`src/carfield_lite_pkg.sv`:
```
package carfield_lite_pkg;

    // Byte addressed host register request
    typedef struct packed {
        logic        write;
        logic [15:0] addr;
        logic [31:0] wdata;
    } reg_req_t;

    typedef struct packed {
        logic [31:0] rdata;
        logic        error;
    } reg_rsp_t;

    // Request destination
    typedef enum logic [1:0] {
        TGT_CFG,
        TGT_MEM,
        TGT_NONE
    } target_e;

    typedef struct packed {
        reg_req_t req;
        target_e  target;
    } routed_req_t;

    // Address map
    localparam logic [15:0] CfgBase = 16'h0000;
    localparam logic [15:0] CfgSpan = 16'h0100;
    localparam logic [15:0] MemBase = 16'h1000;

    // Configuration register offsets
    localparam logic [7:0] CfgOffBoot  = 8'h00;
    localparam logic [7:0] CfgOffPadOe = 8'h04;
    localparam logic [7:0] CfgOffId    = 8'h08;

    localparam logic [31:0] ChipId = 32'hCA4F1E01;

    // Pad output enables are active high inside the chip
    typedef struct packed {
        logic       i2c_sda;
        logic       i2c_scl;
        logic       spim_sck;
        logic [1:0] spim_csb;
        logic [3:0] spim_sd;
    } pad_oe_t;

endpackage

```
`src/pipe_reg.sv`:
```
`timescale 1ns/1ps

module pipe_reg #(
    parameter type payload_t = logic
) (
    input  logic     clk_i,
    input  logic     reset_i,
    input  logic     valid_i,
    input  payload_t data_i,
    output logic     valid_o,
    output payload_t data_o
);

    always_ff @(posedge clk_i) begin
        if (reset_i) begin
            valid_o <= 1'b0;
        end else begin
            valid_o <= valid_i;
        end
    end

    always_ff @(posedge clk_i) begin
        data_o <= data_i;
    end

endmodule

```
`src/rsp_merge.sv`:
```
`timescale 1ns/1ps

module rsp_merge (
    input  logic                          clk_i,
    input  logic                          reset_i,
    input  logic                          routed_valid_i,
    input  carfield_lite_pkg::routed_req_t routed_i,
    input  carfield_lite_pkg::reg_rsp_t    cfg_rsp_i,
    input  carfield_lite_pkg::reg_rsp_t    mem_rsp_i,
    output logic                          rsp_valid_o,
    output carfield_lite_pkg::reg_rsp_t    rsp_o
);

    import carfield_lite_pkg::*;

    logic     valid_q;
    target_e  target_q;
    reg_rsp_t sel_rsp;

    // Tag follows the request through the target stage
    always_ff @(posedge clk_i) begin
        if (reset_i) begin
            valid_q  <= 1'b0;
            target_q <= TGT_NONE;
        end else begin
            valid_q  <= routed_valid_i;
            target_q <= routed_i.target;
        end
    end

    always_comb begin
        case (target_q)
            TGT_CFG: sel_rsp = cfg_rsp_i;
            TGT_MEM: sel_rsp = mem_rsp_i;
            default: begin
                // Unmapped address
                sel_rsp.rdata = '0;
                sel_rsp.error = 1'b1;
            end
        endcase
    end

    pipe_reg #(
        .payload_t ( reg_rsp_t )
    ) rsp_stage_inst (
        .clk_i   ( clk_i       ),
        .reset_i ( reset_i     ),
        .valid_i ( valid_q     ),
        .data_i  ( sel_rsp     ),
        .valid_o ( rsp_valid_o ),
        .data_o  ( rsp_o       )
    );

endmodule

```
`config.mk`:
```
export PLATFORM = sky130hd
export DESIGN_NAME = rsp_merge
export DESIGN_NICKNAME = d
export VERILOG_FILES = /design/src/carfield_lite_pkg.sv /design/src/pipe_reg.sv /design/src/rsp_merge.sv
export SDC_FILE = /design/constraint.sdc
export NUM_CORES = 1
export LEC_CHECK = 0
export BUFFER_PORTS_ARGS = -buffer_cell sky130_fd_sc_hd__buf_2
export CAP_MARGIN = 20
export CELL_PAD_IN_SITES_DETAIL_PLACEMENT = 1
export CELL_PAD_IN_SITES_GLOBAL_PLACEMENT = 1
export CORE_MARGIN = 2
export CORE_UTILIZATION = 21
export CTS_CLUSTER_DIAMETER = 60
export DETAILED_ROUTE_END_ITERATION = 10
export PLACE_DENSITY = 0.77
export SLEW_MARGIN = 20
export SYNTH_ARGS = -nofsm -noshare
export SYNTH_HDL_FRONTEND = slang
export SYNTH_HIERARCHICAL = 1
export SYNTH_SLANG_ARGS = --single-unit
```
`constraint.sdc`:
```
create_clock -name clk_i -period 1.18 [get_ports clk_i]
set_input_delay 0.059 -clock clk_i [delete_from_list [all_inputs] [get_ports clk_i]]
set_output_delay 0.059 -clock clk_i [all_outputs]
set_load 0.05 [all_outputs]
```
# After elaboration in Yosys (flattened, before gate mapping)
# Cells that the tools add are included.
[classes]
n_eq_ne = 1
reduce_logical = 1
mux = 1
[ops]
columns = ["operator", "n"]
rows = [
  ["$pmux W33 S2", 1],
  ["$eq A2 B1 Y1 const B", 1],
  ["$logic_not A2 Y1", 1],
]
[totals]
out_inout_bits = 34
wordCells = 8
ff_bits = 37
input_bits = 120

# Longest topological paths before layout
[depth]
ltp_word = 2
mapped_depth = 4
depth_no_buf = 2

# Modules after synthesis
# Netlist, hierarchy kept.
[by_module_without_submodules]
columns = ["mod", "n_inst", "area_each_um2", "cells_per_inst", "seq_area_each_um2"]
rows = [
  ["pipe_reg", 1, 694.4, 35, 680.7],
  ["rsp_merge", 1, 624.3, 80, 60.1],
]

# Least setup slack after synthesis
# OpenSTA, ideal clock, no wires.
[synth_path]
kind = "flip-flop to flip-flop"
start = "reg target_q[0]"
end = "reg rsp_stage_inst/data_o[0] (netlist bit)"
path_buffers = 2
setup_slack_ns = 0.262
arrival_ns = 0.798
setup_time_ns = 0.120
period_less_slack_ns = 0.918
path_stages_with_launch = 4
path_cell_list = "dfxtp_1 > buf_6 > buf_12 > a211o_1"
[synth_rtl]
columns = ["element", "line", "rtl"]
rows = [
  ["start, declared", "rsp_merge.sv:17", "target_e target_q;"],
  ["start signal, assigned", "rsp_merge.sv:27", "target_q <= routed_i.target;"],
  ["end signal, assigned", "pipe_reg.sv:23", "data_o <= data_i;"],
  ["end, declared", "pipe_reg.sv:11", "output payload_t data_o"],
]

==> metrics.cfg <==
[final_layout]
fill_cells = 707
drive_gt1_share_pct = 50.0
area_growth_pct = 61.6
multiInputGateArea_um2 = 488
num-nets-final = 353
stdcell_count = 309
regArea_um2 = 742
diodes = 0

[sta]
clock.fmax_mhz = 1010
setup_viol = 0
rsz0062_at_grt = no
relSlewSlack_pct = 82.4
finClkSkew_ns = 0.00328
hold-worst-slack_ns = 0.0110
slew_violations = 0
hold_violations = 0
fin_crit_ns = 0.992
period_share_pct = 84.0
worst_pin_slew_ns = 0.265
finalSetupTns_ns = 0

[route]
drt_iter0_drc = 23
ant_nets = 0
vias = 1223
drc_errors = 0
routed_wl_um = 3710
wire_per_inst_um = 12.0
vias_per_cell = 3.96
firstDrtPassIters = 4

[pwr]
ir_drop_mv = 0.477
p_total_mw = 3.00
power_density_nw_per_um2 = 1410
leakagePower_nw = 1.08

[critical_path]
endpoint_kind = register
startpoint_type = register
cp_data_arrival_time_ns = 1.17
worst_ep_required_time_ns = 1.36
crit_type = reg2reg
worstPathMaxFanout = 18

[logic_synthesis]
yosys.cell_types.count = 11
synth_area_leaders = dfxtp_1, mux2i_1, nor2_1
postSynth.asyncResetShare_pct = 0
postSynthCellCount = 115
ys_seq_area_share_pct = 56.2
syn-num-nets = 235
synth_top_area_share_pct = 56.2
yosysMostFrequentCell = dfxtp_1
syn_area_per_cell_um2 = 11.5
yosys.area.top_type = dfxtp_1
synth_edf_count = 0
synth-seq-cells = 37
yosys-top-cells-count = dfxtp_1, mux2i_1, nor2_1
yosysWarnings = 6
yosys_most_used_dff = dfxtp_1
syn_area_um2 = 1320

[clock_network]
clockBufferDepth = 2
cts_setup_buffers = 0
clock_sinks = 37
cts_root_buf = clkbuf_8
clock_latency_ns = 0.28
cts_tree = yes
htree_levels = 2
numCtsBuffers = 5
clk_pin_slew_worst_paths_ns = 0.07

[global_route]
antenna_found_initial = 0
grt_pass1_wl_um = 6160
grt_max_degree = 19
track_usage_pct = 11.2
overflow = 0
grt_pass1_vias = 1394

[placement]
io_buffers = 104
hpwl_um = 2880
routabilityCongestion = 0.670
placed_cells = 290

[worst_hold_path]
hold_path.class = in2reg

[job]
maxCapViolations = 0

[floorplanning]
chipHeight_um = 83.2
coreArea_um2 = 5990
die-area_um2 = 6930
start_util_pct = 22.0
dieWidth_um = 83.2
rows = 28
pin_count = 154

[outcome]
status = complete, no violations

flip-flops by register name, indices dropped and copies added, names as in the netlist:
| name | flops |
|---|---|
| target_q | 2 |
| rsp_stage_inst/data_o | 33 |
| valid_q | 1 |
| rsp_stage_inst/valid_o | 1 |
worst max-delay path, stage by stage, from the launching register on:
cell     delay, ns
dfxtp_2       0.38
buf_12        0.18
nor2b_1       0.06
a211o_1       0.25
cells in the final DEF (no fill, tap or decap):
master	netlist	final
nor2b_1	3	3
clkbuf_1	1	1
buf_4	0	2
mux2i_1	32	32
dlygate4sd3_1	0	12
dfxtp_1	37	36
nor2_1	32	32
bufinv_16	0	1
or2_2	1	1
buf_2	3	103
dfxtp_2	0	1
nor2b_4	1	1
clkbuf_8	0	6
a211o_1	1	1
buf_12	3	2
routing by layer:
layer	vias up	track usage [%]	wire length (um)	part of all wire, %
met4	0	4.02	44	1.2
met2	57	20.8	2000	54
met1	554	10.8	1320	36
met5	-	0	0	0
li1	606	-	-	-
met3	6	5.07	346	9.3
what timing repair did:
action                                  4_1_cts  5_1_grt
gates resized for setup                       0        0
hold buffers                                 13        0
endpoints found under the hold margin        10        0
endpoints found under the setup margin        0        1
metrics by stage:
step / worst slack, ns / cell area [um^2] / util (%)
floorplan: 0.262 / 1320 / -
detailed placement: 0.180 / 1900 / 31.7
finish: 0.188 / 2130 / 35.6
global route: 0.148 / 2130 / 35.6
CTS: 0.0222 / 2150 / 35.8
global placement: 0.210 / 1900 / 31.7
final cells by class:
type	instances	share of cell area (%)
Clock buffer	7	4.05
Clock inverter	1	1.41
Multi-Input combinational cell	70	22.9
Sequential cell	37	34.8
Tap cell	75	4.40
Timing Repair Buffer	119	32.4
report_power, final:
group | internal (mW) | switching, mW | leakage [nW]
combinational | 0.226 | 0.332 | 0.715
clock | 0.689 | 0.425 | 0.0585
sequential | 1.31 | 0.0166 | 0.305
kinds of logic (layout without fill, tap and decap cells):
kind of cell,after synthesis,in the layout,share of synthesized area (%)
flops,37,37,56.2
mux,32,32,24.3
buf+inv,8,127,6.83
compound gates,1,1,0.664
simple gates,37,37,12.0
worst paths after layout:
path	depth (start not counted)	startpoint	to	slack [ns]
setup / recovery	3	target_q[0]	rsp_stage_inst/data_o[0]	0.19
setup reg to reg	3	target_q[0]	rsp_stage_inst/data_o[0]	0.19
hold / removal	3	cfg_rsp_i[21]	rsp_stage_inst/data_o[21]	0.01
hold reg to reg	1	valid_q	rsp_stage_inst/valid_o	0.45
Power figures use the tool's default switching activity.
