$ cat config.mk
export PLATFORM = sky130hd
export DESIGN_NAME = req_route
export DESIGN_NICKNAME = d
export VERILOG_FILES = /design/src/carfield_lite_pkg.sv /design/src/pipe_reg.sv /design/src/req_route.sv
export SDC_FILE = /design/constraint.sdc
export NUM_CORES = 1
export LEC_CHECK = 0
export BUFFER_PORTS_ARGS = -buffer_cell sky130_fd_sc_hd__buf_2
export CORE_MARGIN = 4
export CORE_UTILIZATION = 31
export CTS_CLUSTER_SIZE = 20
export DETAILED_ROUTE_END_ITERATION = 6
export GPL_ROUTABILITY_DRIVEN = 0
export HOLD_SLACK_MARGIN = 0.02
export PLACE_DENSITY = 0.7
export SYNTH_ARGS = -nofsm -noshare
export SYNTH_HDL_FRONTEND = slang
export SYNTH_SLANG_ARGS = --single-unit
$ cat constraint.sdc
create_clock -name clk_i -period 0.8 [get_ports clk_i]
set_input_delay 0.2 -clock clk_i [delete_from_list [all_inputs] [get_ports clk_i]]
set_output_delay 0.2 -clock clk_i [all_outputs]
set_load 0.05 [all_outputs]
$ cat src/carfield_lite_pkg.sv
package carfield_lite_pkg;

    // Byte addressed host register request
    typedef struct packed {
        logic        write;
        logic [15:0] addr;
        logic [31:0] wdata;
    } reg_req_t;

    typedef struct packed {
        logic [31:0] rdata;
        logic        error;
    } reg_rsp_t;

    // Request destination
    typedef enum logic [1:0] {
        TGT_CFG,
        TGT_MEM,
        TGT_NONE
    } target_e;

    typedef struct packed {
        reg_req_t req;
        target_e  target;
    } routed_req_t;

    // Address map
    localparam logic [15:0] CfgBase = 16'h0000;
    localparam logic [15:0] CfgSpan = 16'h0100;
    localparam logic [15:0] MemBase = 16'h1000;

    // Configuration register offsets
    localparam logic [7:0] CfgOffBoot  = 8'h00;
    localparam logic [7:0] CfgOffPadOe = 8'h04;
    localparam logic [7:0] CfgOffId    = 8'h08;

    localparam logic [31:0] ChipId = 32'hCA4F1E01;

    // Pad output enables are active high inside the chip
    typedef struct packed {
        logic       i2c_sda;
        logic       i2c_scl;
        logic       spim_sck;
        logic [1:0] spim_csb;
        logic [3:0] spim_sd;
    } pad_oe_t;

endpackage

$ cat src/pipe_reg.sv
`timescale 1ns/1ps

module pipe_reg #(
    parameter type payload_t = logic
) (
    input  logic     clk_i,
    input  logic     reset_i,
    input  logic     valid_i,
    input  payload_t data_i,
    output logic     valid_o,
    output payload_t data_o
);

    always_ff @(posedge clk_i) begin
        if (reset_i) begin
            valid_o <= 1'b0;
        end else begin
            valid_o <= valid_i;
        end
    end

    always_ff @(posedge clk_i) begin
        data_o <= data_i;
    end

endmodule

$ cat src/req_route.sv
`timescale 1ns/1ps

module req_route #(
    parameter int unsigned MemWords = 256
) (
    input  logic                          clk_i,
    input  logic                          reset_i,
    input  logic                          req_valid_i,
    input  carfield_lite_pkg::reg_req_t    req_i,
    output logic                          routed_valid_o,
    output carfield_lite_pkg::routed_req_t routed_o
);

    import carfield_lite_pkg::*;

    // End of memory region is one bit wider so the top word never wraps
    localparam logic [16:0] MemEnd = {1'b0, MemBase} + 17'(MemWords * 4);
    localparam logic [15:0] CfgEnd = CfgBase + CfgSpan;

    logic        in_cfg;
    logic        in_mem;
    routed_req_t tagged_req;

    assign in_cfg = (req_i.addr >= CfgBase) && (req_i.addr < CfgEnd);
    assign in_mem = (req_i.addr >= MemBase) && ({1'b0, req_i.addr} < MemEnd);

    always_comb begin
        tagged_req.req = req_i;
        if (in_cfg) begin
            tagged_req.target = TGT_CFG;
        end else if (in_mem) begin
            tagged_req.target = TGT_MEM;
        end else begin
            tagged_req.target = TGT_NONE;
        end
    end

    pipe_reg #(
        .payload_t ( routed_req_t )
    ) route_stage_inst (
        .clk_i   ( clk_i          ),
        .reset_i ( reset_i        ),
        .valid_i ( req_valid_i    ),
        .data_i  ( tagged_req     ),
        .valid_o ( routed_valid_o ),
        .data_o  ( routed_o       )
    );

endmodule

# Word-level counts from Yosys, hierarchy flattened
# Index checks and enable logic that the tools add are counted.
[totals]
regBits = 52
in_bits = 52
rom_bits = 0
wordCells = 12
output_inout_bits = 52
ram_bits = 0
latch_bits = 0
n_memories = 0
[op_classes]
bitwise = 0
n_div = 0
n_eq_ne = 0
addsub = 0
n_mux = 1
reduce_logical = 2
mul = 0
order_cmp = 4
shifts = 0
[op_table]
columns = ["cell", "count"]
rows = [
  ["$ge A16 B1 Y1 const B", 1],
  ["$ge A16 B13 Y1 const B", 1],
  ["$lt A16 B13 Y1 const B", 1],
  ["$lt A16 B9 Y1 const B", 1],
  ["$logic_and A1 B1 Y1", 2],
  ["$mux W2", 1],
]

# Depth between registers and ports, before layout
# Gate-level depths: netlist of the first run.
[logic_depth]
word_depth = 3
depth_mapped = 2
depth_no_buf = 2

# Cells and area by module
# From an unflattened synthesis of the first run, not the netlist that was laid out.
[hier_totals]
hier_cells = 58
area_unflattened_um2 = 1086.0
[modules_own_cells]
columns = ["module", "area_per_inst_um2", "cells_each", "seq_area_each_um2", "n_inst"]
rows = [
  ["pipe_reg", 1054.8, 53, 1041.0, 1],
  ["req_route", 31.3, 5, 0.0, 1],
]

# Worst setup path before layout of the first run
# No wires, ideal clock.
[synth_timing]
kind = "register to output"
start = "register route_stage_inst.data_o[0] (netlist bit)"
end = "output routed_o[0] (netlist bit)"
stages_incl_launch_ff = 1
path_buffers = 0
required_ps = 600
arrival_ps = 587
setup_slack_ps = 13
path_cell_list = "dfxtp_1"
[synth_rtl]
columns = ["item", "line_no", "source"]
rows = [
  ["start: declaration", "pipe_reg.sv:11", "output payload_t data_o"],
  ["start signal: assignment", "pipe_reg.sv:23", "data_o <= data_i;"],
  ["end: declaration", "req_route.sv:11", "output carfield_lite_pkg::routed_req_t routed_o"],
]
# No word-level cell between the ends.

# Final worst setup path of the first run
[layout_timing]
start = "register route_stage_inst.data_o[28] (netlist bit)"
end = "output routed_o[28] (netlist bit)"
# No word-level cell between the ends.

==> impl_metrics.py, run 1 <==
metrics = {
    "outcome": {
        "status": "finished with violations",
        "violations": "setup timing",
    },
    "floorplan": {
        "die_y_um": 67.0,
        "rows": 21,
        "dieArea_um2": 4490,
        "initial_utilization": 0.323,
        "io_pins": 104,
        "core_area_um2": 3340,
        "die_x_um": 67.0,
    },
    "synth": {
        "synth_nets": 110,
        "synth_top_area_frac": 0.965,
        "ys_warn_count": 0,
        "ys_seq_elements": 52,
        "synth-seq-area-share": 0.965,
        "yosys.area.top_type": "dfxtp_1",
        "synth_area_um2": 1080,
        "syn_inst": 58,
        "synth_area_leaders": "dfxtp_1 (97%), nor3_2 (0.93%), nor2_1 (0.70%)",
        "yosysUniqueCellTypes": 6,
        "syn_avg_cell_area_um2": 18.6,
    },
    "timing": {
        "max_clock_freq_ghz": 0.922,
        "tightest_slew_ns": 0.162,
        "min_period_ns": 1.08,
        "setup_slack_ns": -0.285,
        "period_share": 1.36,
        "setup_violations": 52,
        "rsz0062_at_grt": "true",
        "drv_slew": 0,
        "max-slew-margin-rel": 0.891,
        "finalHoldViolations": 0,
    },
    "min_path": {
        "min_from": "req_i[46]",
        "min_to": "route_stage_inst.data_o[1]$_SDFF_PN0_",
        "hp-class": "input port to flop",
        "whs_path_depth": 3,
    },
    "place": {
        "dp_cells": 207,
        "io_buffers": 103,
        "hpwl_um": 2110,
    },
    "routing": {
        "routed_wl_um": 4310,
        "viasPerCell": 3.96,
        "vias": 1046,
        "drtIter0Drc": 10,
        "wl_per_cell_um": 16.3,
        "drt_first_pass_iters": 3,
        "drc": 0,
        "ant_nets": 0,
    },
    "global_route": {
        "grt_pass1_vias": 1201,
        "grt_overflow": 0,
        "grt_pass1_wl_um": 6180,
        "grt_max_degree": 17,
        "grt_use_total": 0.198,
        "antenna_found_initial": 0,
    },
    "clock_network": {
        "clk_path_buf_depth": 2,
        "h-tree-depth": 2,
        "clkTransAtPathRegs_ns": 0.14,
        "root_buffer": "clkbuf_4",
        "cts_buffers": 5,
        "cts.sinks": 52,
        "cts_tree": "yes",
        "postCtsSetupBuffers": 0,
    },
    "setup_path": {
        "slowest_stage": "dfxtp_2",
        "crit_fanout": 1,
        "crit_required_ns": 0.60,
        "worst_setup_path_start_kind": "flop",
        "crit_buf_inv": 1,
        "cp_top_family": "flip-flops",
        "cpPeakStageDelay_ns": 0.38,
        "worstSetupPathType": "flop to output port",
        "worstPathCellList": "buf_8",
        "critPathArrivalTime_ns": 0.88,
        "end_kind": "output port",
    },
    "final_layout": {
        "area_growth_pct": 160,
        "diodes": 0,
        "final_nets": 269,
        "final_cells": 264,
        "drive_above_1_share": 0.748,
        "utilization": 0.841,
    },
    "power": {
        "p_leak_nw": 1.28,
        "vdd.ir_drop.worst_uv": 1260,
        "p_per_area_nw_per_um2": 1990,
        "p_total_w": 0.00560,
    },
    "run": {
        "cap_violations": 0,
    },
}
stage by stage:
step                instance area (um^2)  hold slack [ns]  setup slack [ns]  setup TNS [ns]
floorplan                           1080            0.228            0.0127               0
global placement                    1650            0.302            0.0542               0
detailed placement                  1650            0.304            0.0425               0
CTS                                 2740           0.0264            -0.280          -13.83
global route                        2810           0.0858            -0.322          -15.89
finish                              2810           0.0844            -0.285          -13.50
metal layers:
layer,vias up,share of wire,track usage
li1,497,-,-
met5,-,0,0
met3,11,0.10,0.0860
met2,74,0.56,0.395
met1,464,0.32,0.167
met4,0,0.016,0.0759
layout by cell type, fill, tap and decap left out, drive strengths merged:
cell and instances:
dlygate4sd3 51, dfxtp 52, clkbuf 6, o211ai 1, and3 1, buf 101
nor2b 1, clkinv 1, nor3 1, bufinv 1, nor2 2
Yosys cell counts:
cell	n
and3_1	1
dfxtp_1	52
nor2_1	2
nor2b_1	1
nor3_2	1
o211ai_1	1
report_power, final:
part           total (W)  leakage [nW]  switching [W]  internal [W]
clock network    0.00154        0.0484       0.000791      0.000750
registers        0.00284         0.439      0.0000914       0.00275
logic            0.00122         0.797       0.000626      0.000590
worst max-delay path by stage:
stage / startpoint / end / slack, ns / cells past startpoint
after global placement: route_stage_inst.data_o[1]$_SDFF_PN0_ / routed_o[1] / 0.05 / 1
final: route_stage_inst.data_o[28]$_DFF_P_ / routed_o[28] / -0.28 / 1
after CTS: route_stage_inst.data_o[41]$_DFF_P_ / routed_o[41] / -0.28 / 1
after floorplan: route_stage_inst.data_o[0]$_SDFF_PN0_ / routed_o[0] / 0.01 / 0
after global routing: route_stage_inst.data_o[28]$_DFF_P_ / routed_o[28] / -0.32 / 1
after detailed placement: route_stage_inst.data_o[28]$_DFF_P_ / routed_o[28] / 0.04 / 1
logic make-up after synthesis:
| family | count (synthesis) | synth area share |
|---|---|---|
| flops | 52 | 0.965 |
| compound gates | 1 | 0.00696 |
| simple gates | 5 | 0.0279 |
state kept, by name, indices dropped and copies added, names as in the netlist:
signal and cells:
route_stage_inst.valid_o 1, route_stage_inst.data_o 51
what timing repair did:
action                                  CTS  global route
gates cloned                              0             0
hold endpoints to repair                 50             1
hold buffers                             50             1
pin swaps                                 0             1
resized for setup                       184            19
endpoints found under the setup margin   52            53
cell type report:
cell class	count	area, um^2
Timing Repair Buffer	152	1510
Sequential cell	52	1110
Fill cell	167	529
Tap cell	46	57.6
Clock buffer	6	51.3
Multi-Input combinational cell	6	40.0
Clock inverter	2	38.8
No activity file was read; power rests on OpenSTA's default activity.
==> run 2: changes to the inputs <==
--- a/config.mk
+++ b/config.mk
@@ -12,7 +12,7 @@
 export DETAILED_ROUTE_END_ITERATION = 6
 export GPL_ROUTABILITY_DRIVEN = 0
 export HOLD_SLACK_MARGIN = 0.02
-export PLACE_DENSITY = 0.7
+export PLACE_DENSITY = 0.76
 export SYNTH_ARGS = -nofsm -noshare
 export SYNTH_HDL_FRONTEND = slang
 export SYNTH_SLANG_ARGS = --single-unit
==> run 2 against run 1 <==
The flow still finishes with violations (setup timing). Sequential cell count is the same. Maximum frequency shrank 2.1%. First-iteration DRC count grew to 2.9 times the previous value. Sequential power is essentially flat. Setup slack lost 0.023 ns. Count of clock-buffer cells in the layout shrank 1. Die area is the same. Combinational power is essentially flat. Non-clock buffer count shrank 1. Critical path type unchanged. Largest cell class unchanged. Highest routed layer unchanged.
==> impl_metrics.py, run 2 (synthesized netlist as in run 1, its figures left out) <==
metrics = {
    "timing": {
        "max-slew-margin-rel": 0.883,
        "setup_slack_ns": -0.308,
        "min_period_ns": 1.11,
        "setup_violations": 52,
        "period_share": 1.38,
        "rsz0062_at_grt": "true",
        "drv_slew": 0,
        "finalHoldViolations": 0,
        "max_clock_freq_ghz": 0.903,
        "tns_ns": -14.09,
        "tightest_slew_ns": 0.175,
    },
    "clock_network": {
        "clk_path_buf_depth": 2,
        "h-tree-depth": 2,
        "cts_tree": "yes",
        "root_buffer": "clkbuf_4",
        "cts_buffers": 5,
        "clkTransAtPathRegs_ns": 0.17,
        "cts.sinks": 52,
    },
    "final_layout": {
        "fin_area_um2": 2780,
        "regMostFlops": "route_stage_inst.data_o",
        "drive_above_1_share": 0.751,
        "largest_registers": "route_stage_inst.data_o (51), route_stage_inst.valid_o (1)",
        "area_growth_pct": 157,
        "final_common_cell": "dfxtp_2",
        "final_nets": 268,
        "final_cell_mix": "dfxtp_2 (52), dlygate4sd3_1 (50), buf_2 (49)",
        "final_cells": 263,
        "diodes": 0,
        "largest_register_ffs": 51,
    },
    "outcome": {
        "status": "finished with violations",
        "violations": "setup timing",
    },
    "setup_path": {
        "worst_setup_path_start_kind": "flop",
        "crit_buf_inv": 1,
        "crit_fanout": 1,
        "worstPathCellList": "buf_8",
        "critPathArrivalTime_ns": 0.91,
        "worstSetupPathType": "flop to output port",
        "crit_required_ns": 0.60,
        "end_kind": "output port",
        "cpPeakStageDelay_ns": 0.39,
        "slowest_stage": "dfxtp_2",
        "cp_top_family": "flip-flops",
    },
    "global_route": {
        "antenna_found_initial": 0,
        "grt_overflow": 0,
        "grt_max_degree": 17,
        "grt_pass1_wl_um": 6110,
        "grt_pass1_vias": 1172,
        "grt_use_total": 0.191,
    },
    "place": {
        "post_dp_cell_area_um2": 1650,
        "hpwl_um": 1980,
        "dp_cells": 207,
        "io_buffers": 103,
    },
    "routing": {
        "ant_nets": 0,
        "vias": 1033,
        "routed_wl_um": 4500,
        "drt_first_pass_iters": 2,
        "drtIter0Drc": 29,
        "wl_per_cell_um": 17.1,
        "drc": 0,
        "viasPerCell": 3.93,
    },
    "floorplan": {
        "rows": 21,
        "die_x_um": 67.0,
        "die_y_um": 67.0,
        "core_area_um2": 3340,
        "initial_utilization": 0.323,
        "io_pins": 104,
        "dieArea_um2": 4490,
    },
    "power": {
        "p_per_area_nw_per_um2": 2000,
        "vdd.ir_drop.worst_uv": 1380,
        "p_leak_nw": 1.27,
    },
    "run": {
        "cap_violations": 0,
    },
    "min_path": {
        "hp-class": "input port to flop",
    },
}
[run 2: changes by cell type in the layout (fill, tap and decap cells not counted)]
cell and change:
buf_6 +3, buf_8 -3, clkbuf_8 -1, clkinv_2 +1, clkinv_4 -1, clkinvlp_4 +1
dlygate4sd3_1 -1
[run 2: path summary, 6_finish.rpt]
| check | from | to | slack, ns | cells after the start |
|---|---|---|---|---|
| hold / removal | req_valid_i | route_stage_inst.valid_o$_SDFF_PP0_ | 0.05 | 2 |
| setup / recovery | route_stage_inst.data_o[13]$_DFF_P_ | routed_o[13] | -0.31 | 1 |
[run 2: cell type report]
type / instances / area (um^2)
Timing Repair Buffer: 151 / 1490
Sequential cell: 52 / 1110
Fill cell: 171 / 561
Tap cell: 46 / 57.6
Clock inverter: 3 / 42.5
Multi-Input combinational cell: 6 / 40.0
Clock buffer: 5 / 37.5
[run 2: per-stage QoR]
| step | total power (W) | hold slack [ns] | utilization | setup slack (ns) |
|---|---|---|---|---|
| after global routing | 0.00572 | 0.0558 | 0.832 | -0.341 |
| after global placement | 0.00355 | 0.302 | 0.495 | 0.0308 |
| after CTS | 0.00544 | 0.0322 | 0.819 | -0.279 |
| after detailed placement | 0.00356 | 0.304 | 0.495 | 0.0399 |
| after floorplan | 0.00330 | 0.228 | - | 0.0127 |
| final | 0.00555 | 0.0526 | 0.832 | -0.308 |
[run 2: repair_timing]
action                                 4_1_cts  5_1_grt
setup endpoints to repair                   52       53
hold buffers                                50        0
pin swaps                                    0        1
resized for setup                          185       15
buffers inserted                             0        0
endpoints found under the hold margin       50        0
[run 2: layer usage]
layer | share of wire | routed length (um) | track usage
met1 | 0.33 | 1500 | 0.181
met2 | 0.56 | 2500 | 0.379
met3 | 0.10 | 465 | 0.0691
met4 | 0.0060 | 27 | 0.0456
met5 | 0 | 0 | 0
[run 2: power breakdown]
group	internal, W	switching [W]	leakage, nW
registers	0.00275	0.0000929	0.439
logic	0.000583	0.000629	0.790
clock network	0.000653	0.000841	0.0412
