### config.mk
export PLATFORM = sky130hd
export DESIGN_NAME = soc_cfg_regs
export DESIGN_NICKNAME = d
export VERILOG_FILES = /design/src/carfield_lite_pkg.sv /design/src/soc_cfg_regs.sv
export SDC_FILE = /design/constraint.sdc
export NUM_CORES = 1
export LEC_CHECK = 0
export ABC_CLOCK_PERIOD_IN_PS = 1900
export BUFFER_PORTS_ARGS = -buffer_cell sky130_fd_sc_hd__buf_2
export CELL_PAD_IN_SITES_DETAIL_PLACEMENT = 1
export CELL_PAD_IN_SITES_GLOBAL_PLACEMENT = 2
export CORE_ASPECT_RATIO = 0.9
export CORE_MARGIN = 1.5
export CORE_UTILIZATION = 32
export CTS_BUF_LIST = sky130_fd_sc_hd__clkbuf_8
export DETAILED_ROUTE_END_ITERATION = 10
export MAX_ROUTING_LAYER = met4
export PLACE_DENSITY = 0.95
export SLEW_MARGIN = 20
export SYNTH_ARGS = -nofsm -noshare
export SYNTH_HDL_FRONTEND = slang
export SYNTH_SLANG_ARGS = --single-unit
### constraint.sdc
create_clock -name clk_i -period 1.9 [get_ports clk_i]
set_input_delay 0 -clock clk_i [delete_from_list [all_inputs] [get_ports clk_i]]
set_output_delay 0 -clock clk_i [all_outputs]
set_load 0.01 [all_outputs]
### src/carfield_lite_pkg.sv
package carfield_lite_pkg;

    // Byte addressed host register request
    typedef struct packed {
        logic        write;
        logic [15:0] addr;
        logic [31:0] wdata;
    } reg_req_t;

    typedef struct packed {
        logic [31:0] rdata;
        logic        error;
    } reg_rsp_t;

    // Request destination
    typedef enum logic [1:0] {
        TGT_CFG,
        TGT_MEM,
        TGT_NONE
    } target_e;

    typedef struct packed {
        reg_req_t req;
        target_e  target;
    } routed_req_t;

    // Address map
    localparam logic [15:0] CfgBase = 16'h0000;
    localparam logic [15:0] CfgSpan = 16'h0100;
    localparam logic [15:0] MemBase = 16'h1000;

    // Configuration register offsets
    localparam logic [7:0] CfgOffBoot  = 8'h00;
    localparam logic [7:0] CfgOffPadOe = 8'h04;
    localparam logic [7:0] CfgOffId    = 8'h08;

    localparam logic [31:0] ChipId = 32'hCA4F1E01;

    // Pad output enables are active high inside the chip
    typedef struct packed {
        logic       i2c_sda;
        logic       i2c_scl;
        logic       spim_sck;
        logic [1:0] spim_csb;
        logic [3:0] spim_sd;
    } pad_oe_t;

endpackage

### src/soc_cfg_regs.sv
`timescale 1ns/1ps

module soc_cfg_regs #(
    parameter logic [31:0] BootAddrDefault = 32'h0000_1000
) (
    input  logic                          clk_i,
    input  logic                          reset_i,
    input  logic                          routed_valid_i,
    input  carfield_lite_pkg::routed_req_t routed_i,
    output carfield_lite_pkg::reg_rsp_t    cfg_rsp_o,
    output logic [31:0]                   boot_addr_o,
    output logic                          i2c_sda_en_no,
    output logic                          i2c_scl_en_no,
    output logic                          spim_sck_en_no,
    output logic [1:0]                    spim_csb_en_no,
    output logic [3:0]                    spim_sd_en_no
);

    import carfield_lite_pkg::*;

    logic        access;
    logic        is_write;
    logic [7:0]  offset;
    logic        boot_we;
    logic        pad_we;
    logic [31:0] boot_addr_q;
    pad_oe_t     pad_oe_q;
    reg_rsp_t    rsp_d;

    assign access   = routed_valid_i && (routed_i.target == TGT_CFG);
    assign is_write = routed_i.req.write;

    // Word aligned offset with byte lanes ignored
    assign offset = {routed_i.req.addr[7:2], 2'b00};

    assign boot_we = access && is_write && (offset == CfgOffBoot);
    assign pad_we  = access && is_write && (offset == CfgOffPadOe);

    always_ff @(posedge clk_i) begin
        if (reset_i) begin
            boot_addr_q <= BootAddrDefault;
            pad_oe_q    <= '0;
        end else begin
            if (boot_we) begin
                boot_addr_q <= routed_i.req.wdata;
            end
            if (pad_we) begin
                pad_oe_q <= pad_oe_t'(routed_i.req.wdata[$bits(pad_oe_t)-1:0]);
            end
        end
    end

    always_comb begin
        rsp_d.rdata = '0;
        rsp_d.error = 1'b0;
        case (offset)
            CfgOffBoot: begin
                if (!is_write) begin
                    rsp_d.rdata = boot_addr_q;
                end
            end
            CfgOffPadOe: begin
                if (!is_write) begin
                    rsp_d.rdata = {23'd0, pad_oe_q};
                end
            end
            CfgOffId: begin
                // Identity is read only
                if (is_write) begin
                    rsp_d.error = 1'b1;
                end else begin
                    rsp_d.rdata = ChipId;
                end
            end
            default: rsp_d.error = 1'b1;
        endcase
    end

    always_ff @(posedge clk_i) begin
        if (reset_i) begin
            cfg_rsp_o <= '0;
        end else if (access) begin
            cfg_rsp_o <= rsp_d;
        end
    end

    assign boot_addr_o = boot_addr_q;

    // Pads want active low enables
    assign i2c_sda_en_no  = ~pad_oe_q.i2c_sda;
    assign i2c_scl_en_no  = ~pad_oe_q.i2c_scl;
    assign spim_sck_en_no = ~pad_oe_q.spim_sck;
    assign spim_csb_en_no = ~pad_oe_q.spim_csb;
    assign spim_sd_en_no  = ~pad_oe_q.spim_sd;

endmodule

Word level (Yosys, flattened, before mapping) --
Cells that the tools add are included.
Word-level totals: register bits 74, output and inout bits 74, latch bits 0, memory bits (writable) 0, logic and storage cells 28, memories 0, input bits 54, ROM bits 0
Operators by class: div/mod/pow operators 0, $add $sub $neg 0, bitwise gates (word level) 5, multipliers 0, shift-type cells 0, mux-type cells 6, reductions and logical operators 7, eq/ne operators 2, $lt $le $gt $ge 0
Operators by type and width (number):
- $pmux W32 S3 | 1
- $mux W32 | 2
- $mux W9 | 1
- $logic_not A8 Y1 | 1
- $eq A6 B1 Y1 const B | 1
- $eq A6 B2 Y1 const B | 1
- $logic_and A1 B1 Y1 | 4
- $not A4 Y4 | 1
- $not A1 Y1 | 3
- $logic_not A2 Y1 | 1
- $not A2 Y2 | 1
- $pmux W1 S2 | 1
- $reduce_or A2 Y1 | 1
- $mux W1 | 1

Logic depth before layout (Yosys ltp) --
Gate-level depths: netlist of the first run.
depth in word-level cells 4, gate-level depth with buffers 6, gate-level depth less buffers 3

Least setup slack after synthesis of the first run --
Ideal clock, no wire load.
kind input to register, start input routed_i[41] (netlist bit), end register boot_addr_q[0], in the netlist boot_addr_o[0], data required time 1.828 ns, slack 0.664 ns, library setup time 0.072 ns, buffers on the path 2, stages 5, arrival 1.165 ns, cells stage by stage nor4_4 > and4_1 > buf_6 > buf_12 > mux2i_1
On the way: word-level cells in the longest chain between the ends 2
Ends and longest elaborated chain:
- from (decl) | RTL line soc_cfg_regs.sv:9 | input carfield_lite_pkg::routed_req_t routed_i,
- $logic_not A8 Y1 | RTL line soc_cfg_regs.sv:36 | assign boot_we = access && is_write && (offset == CfgOffBoot);
- $logic_and A1 B1 Y1 | RTL line soc_cfg_regs.sv:36
- to (signal assigned) | RTL line soc_cfg_regs.sv:41 | boot_addr_q <= BootAddrDefault;
- to (signal assigned) | RTL line soc_cfg_regs.sv:45 | boot_addr_q <= routed_i.req.wdata;
- to (decl) | RTL line soc_cfg_regs.sv:26 | logic [31:0] boot_addr_q;
No other way between the ends. A chain may end at the register's enable or synchronous reset.

Worst setup path in the final report of the first run --
start input routed_i[1] (netlist bit), end register cfg_rsp_o[14] (netlist bit)
On the way: word-level cells in the longest chain between the ends 2
Ends and longest elaborated chain:
- $logic_not A2 Y1 | RTL line soc_cfg_regs.sv:30 | assign access = routed_valid_i && (routed_i.target == TGT_CFG);
- $logic_and A1 B1 Y1 | RTL line soc_cfg_regs.sv:30
- to (signal assigned) | RTL line soc_cfg_regs.sv:83 | cfg_rsp_o <= rsp_d;
- to (decl) | RTL line soc_cfg_regs.sv:10 | output carfield_lite_pkg::reg_rsp_t cfg_rsp_o,
No other way between the ends.

==> results.ini, run 1 <==
[detailed_routing]
first_iter_violations=118
post_drt_wl_per_cell_um=15.4
vias_per_cell=4.81
vias=2961
drt-total-wl_um=9480
antenna_left=0
drc=0
dr.pass1.iters=4

[global_route]
grt_busiest_layer=met2
grt_max_degree=58
grt_overflow_total=0
gr-usage-met2_pct=31.9
grt_pass1_wl_um=15400
use_met3_pct=4.05
met1_usage_pct=20.1
grt_pass1_vias=3181
grt_usage_pct=18.0
antenna_found_initial=0

[setup_path]
critPathCaptureType=flop
slowest_delay_ns=0.67
cp_top_family=simple AND/OR/NAND/NOR gates
worstPathCellList=buf_2 -> or3b_2 -> buf_4 -> o31ai_1
worstPathMaxFanout=29
worstRegToRegCells=3
critPathKind=primary input to flop
crit_arrival_ns=1.40
crit_buf_inv=2
cp_num_cells=4
cp_slowest_cell=or3b_2
start_kind=primary input
critPathRequiredTime_ns=2.17

[logic_synthesis]
yosys-top-cells-area=dfxtp_1 44%, mux2i_1 15%, nand2b_1 14%
seq_area_frac_synth_pct=44.5
synth_nets=396
syn_avg_cell_area_um2=9.74
yosysWarnings=0
syn_area_um2=3330
yosysUniqueCellTypes=29
synth_top_area_cell=dfxtp_1
yosysTopAreaCellShare_pct=44.5
ys_ff_latch=74
syn_inst=342

[die]
coreArea_um2=10200
initial_utilization_pct=32.7
chipHeight_um=99.8
die_w_um=111
io_pins=128
rows=35
dieArea_um2=11000

[clock_network]
cts_root_buffer=clkbuf_8
cts_buffers=9
path_clk_slew_ns=0.08
worstSkewPairLatency_ns=0.36
cts_buffer_depth=2
cts.htree.levels=3
cts_tree=built
cts_resized=0
clock_sinks=74

[run_status]
status=complete, no violations

[pwr]
powerDensity_nw_per_um2=698
irDropWorstVdd_uv=322
p_leak_nw=1.92

[timing]
slew_violations=0
fin_crit_sh_pct=59.5
rsz0062_at_grt=false
tns_ns=0
slew_headroom_pct=42.8
setup_viol=0
final_hold_viol_count=0
timing.fmax_mhz=885
tightest_slew_ns=0.854
finalCriticalPeriod_ns=1.13
finClkSkew_ns=0.00920
hold_ws_ns=0.0847

[flow_run]
cap_violations=0

[final_layout]
drive_above_1_share_pct=30.2
area_growth_pct=36.0
diodes=0
layout.nets=536

[worst_hold_path]
min_path_type=primary input to flop
whs_path_depth=3

[place]
dp_hpwl_um=6310
port_buffers=117
gp_congestion=0.718

==> what timing repair did <==
item	4_1_cts	5_1_grt
buffers inserted	0	0
hold buffers	32	0
endpoints found under the setup margin	0	0
endpoints found under the hold margin	41	0
==> layout by cell type, fill, tap and decap left out, drive strengths merged <==
master	n
nand3	1
mux2i	49
nand2	13
inv	11
nor4	1
o31ai	10
clkinvlp	1
bufinv	2
nand2b	72
clkbuf	10
and4	1
nor2b	1
a41o	1
nor3	1
nand3b	19
dlygate4sd3	32
a21oi	14
clkinv	2
a311oi	1
dfxtp	74
nor3b	2
nor2	19
nand4	1
nand4b	13
o41ai	8
o21ai	1
buf	126
or3b	1
==> per-layer routing <==
| metal | part of all wire, % | up-vias | routed length (um) |
|---|---|---|---|
| li1 | - | 1452 | - |
| met1 | 42 | 1425 | 4000 |
| met2 | 53 | 74 | 4980 |
| met3 | 3.8 | 10 | 361 |
| met4 | 1.4 | 0 | 133 |
| met5 | 0 | - | 0 |
==> flip-flops by register name, indices dropped and copies added (netlist names) <==
name         count
pad_oe_q         9
boot_addr_o     32
cfg_rsp_o       33
==> cell families after synthesis <==
family | count (synthesis) | share of synthesized area (%)
simple gates | 145 | 27.5
flops | 74 | 44.5
mux | 49 | 14.7
buf+inv | 39 | 6.12
compound gates | 35 | 7.17
==> worst min-delay path, cell delays in order <==
cell and delay [ns]:
buf_2 0.12, inv_1 0.09, a41o_1 0.19
==> Yosys cell counts, drive strengths merged <==
library cell	instances
nor2	19
and4	1
o21ai	1
dfxtp	74
nand2b	72
nand4	1
a21oi	14
clkbuf	23
nor2b	1
nand3	1
o31ai	10
nand2	13
a311oi	1
buf	6
o41ai	8
nand4b	13
inv	10
nor4	1
or3b	1
nor3	1
a41o	1
nor3b	2
nand3b	19
mux2i	49
==> stage by stage <==
stage               instances  setup slack, ns  total power [mW]  utilization [%]  area [um2]
floorplan                 342            0.664              1.71                -        3330
global placement          568            0.458              1.78             39.1        3990
detailed placement        568            0.362              1.79             39.1        3990
CTS                       616            0.744              3.22             44.4        4530
global route              616            0.698              3.31             44.4        4530
finish                    616            0.770              3.16             44.4        4530
==> worst paths after layout <==
check	slack (ns)	endpoint	start
worst max-delay path	0.77	cfg_rsp_o[14]$_SDFFE_PP0N_	routed_i[1]
worst min-delay path	0.08	cfg_rsp_o[1]$_SDFFE_PP0N_	routed_i[50]
worst max register to register	0.96	cfg_rsp_o[1]$_SDFFE_PP0N_	boot_addr_o[0]$_SDFFE_PP0P_
worst min register to register	0.45	cfg_rsp_o[11]$_SDFFE_PP0N_	cfg_rsp_o[11]$_SDFFE_PP0N_
==> area by class of cell <==
cell class / count / area [um2]
Clock buffer: 10 / 138
Clock inverter: 6 / 81.3
Fill cell: 1199 / 5670
Inverter: 10 / 37.5
Multi-Input combinational cell: 229 / 1650
Sequential cell: 74 / 1480
Tap cell: 129 / 161
Timing Repair Buffer: 158 / 986
==> power by group <==
group          internal, mW  total, mW  leakage [nW]  switching [mW]
logic                 0.137      0.253          1.21           0.116
registers              1.55       1.55         0.596         0.00108
clock network         0.766       1.36         0.113           0.593
Note: power is estimated with default switching activity, not from simulation.
==> run 2, diff against run 1 <==
Settings changed: ABC_CLOCK_PERIOD_IN_PS 1900 to 1100, CORE_UTILIZATION 32 to 29, PLACE_DENSITY 0.95 to 0.89.
Clock period 1.9 ns to 1.1 ns, I/O delays scaled along.
==> results.ini, run 2 (synthesis results as in run 1) <==
[final_layout]
final_cell_mix=117 x buf_2, 74 x dfxtp_1, 72 x nand2b_1
largest_register_ff_count=33
fin_cells=654
final_util_pct=42.8
drive_above_1_share_pct=32.3
top_register=cfg_rsp_o
area_growth_pct=41.1
fillerInstances=1310
mostFrequentLayoutCell=buf_2
multi_input_area_um2=1650
layout.nets=551
diodes=0
regArea_um2=1480

[global_route]
grt_max_degree=43
antenna_found_initial=0
grt_pass1_vias=3183
grt_usage_pct=16.8
grt_overflow_total=0
grt_pass1_wl_um=15600

[pwr]
p_seq_share_pct=53.4
swShare_pct=24.9
irDropWorstVdd_uv=393
clockPowerShare_pct=36.8
p_int_mw=3.77
p_leak_nw=2.00
powerDensity_nw_per_um2=1070
pwr-share-comb_pct=9.8
p_switching_mw=1.25

[worst_hold_path]
hp-start=routed_i[50]
hold-path-endpoint=cfg_rsp_o[0]$_SDFFE_PP0N_
whs_path_depth=3
min_path_type=primary input to flop

[detailed_routing]
drc=0
antenna_left=0
vias=3008
vias_per_cell=4.60
post_drt_wl_per_cell_um=14.9
first_iter_violations=117
dr.pass1.iters=4
drt-total-wl_um=9760

[setup_path]
r2r_setup_slack_ns=0.18
reg2reg_to=cfg_rsp_o[1]$_SDFFE_PP0N_
worstRegToRegCells=3
critPathCaptureType=flop
critPathKind=primary input to flop
start_kind=primary input
r2r-start=boot_addr_o[0]$_SDFFE_PP0P_
critPathRequiredTime_ns=1.34
crit_arrival_ns=1.22
worstPathMaxFanout=8

[timing]
hold_ws_ns=0.0625
fin_ws_ns=0.118
setup_viol=0
timing.fmax_mhz=1020
final_hold_viol_count=0
finalCriticalPeriod_ns=0.982
finClkSkew_ns=0.00890
tightest_slew_ns=0.301
rsz0062_at_grt=false
slew_violations=0
slew_headroom_pct=79.7
fin_crit_sh_pct=89.3

[clock_network]
worstSkewPairLatency_ns=0.35
path_clk_slew_ns=0.08
cts_resized=0
cts_buffers=9
cts_root_buffer=clkbuf_8
clock_sinks=74
cts.htree.levels=3
cts_buffer_depth=2
cts_tree=built

[die]
rows=36
coreArea_um2=11000
io_pins=128
dieArea_um2=12100
die_w_um=116
initial_utilization_pct=30.3
chipHeight_um=105

[place]
dp_hpwl_um=6630
dp_slack_ns=-0.239
gp_congestion=0.762
dpl.cell_count=606
port_buffers=117

[run_status]
status=complete, no violations

[flow_run]
cap_violations=0

-- run 2: changes by cell type in the layout (fill, tap and decap cells not counted), sizes merged --
cell and change:
clkbuf -1, clkinv +3, bufinv -2, buf +15
-- run 2: per-stage QoR --
| step | instance area, um2 | power, mW | setup TNS (ns) |
|---|---|---|---|
| global placement | 4210 | 3.13 | -7.63 |
| CTS | 4700 | 5.11 | 0 |
| floorplan | 3330 | 2.95 | -4.10 |
| finish | 4700 | 5.02 | 0 |
| detailed placement | 4210 | 3.14 | -9.52 |
| global route | 4700 | 5.26 | 0 |
-- run 2: layout make-up --
| type | instances | share of cell area [%] |
|---|---|---|
| timing repair buffer | 173 | 25.0 |
| sequential | 74 | 31.5 |
| multi-input combinational | 229 | 35.0 |
| clock buffer | 9 | 2.63 |
| inverter | 10 | 0.798 |
| clock inverter | 7 | 1.01 |
| tap | 152 | 4.04 |
-- run 2: layer usage --
layer	up-vias	routed length [um]	share of wire, %	GRT usage [%]
met4	0	100	1.0	4.62
met3	10	508	5.2	4.52
met5	-	0	0	-
met1	1422	4120	42	17.9
li1	1482	-	-	-
met2	94	5030	52	30.3
-- run 2: worst max path at each step --
| stage | slack (ns) | startpoint | to |
|---|---|---|---|
| floorplan | -0.14 | routed_i[41] | boot_addr_o[0]$_SDFFE_PP0P_ |
| global route | 0.03 | routed_i[41] | cfg_rsp_o[4]$_SDFFE_PP0N_ |
| detailed placement | -0.24 | routed_i[41] | cfg_rsp_o[4]$_SDFFE_PP0N_ |
| CTS | 0.12 | routed_i[41] | cfg_rsp_o[4]$_SDFFE_PP0N_ |
| global placement | -0.14 | routed_i[1] | boot_addr_o[26]$_SDFFE_PP0P_ |
| finish | 0.12 | routed_i[41] | cfg_rsp_o[4]$_SDFFE_PP0N_ |
-- run 2: power by group through the flow --
| stage | Combinational [mW] | Sequential (mW) | Clock (mW) |
|---|---|---|---|
| global placement | 0.386 | 2.74 | 0 |
| finish | 0.490 | 2.68 | 1.85 |
| global route | 0.535 | 2.68 | 2.04 |
| floorplan | 0.204 | 2.75 | 0 |
| CTS | 0.489 | 2.68 | 1.93 |
| detailed placement | 0.399 | 2.75 | 0 |
-- run 2: timing repair --
action                                 in CTS  in global routing
hold buffers                               32                  0
endpoints found under the hold margin      41                  0
buffers inserted                            0                  0
-- run 2: worst max-delay path, stage by stage --
cell and delay [ns]:
buf_2 0.11, nor4_4 0.32, buf_4 0.20, nand3b_2 0.20, o41ai_1 0.39
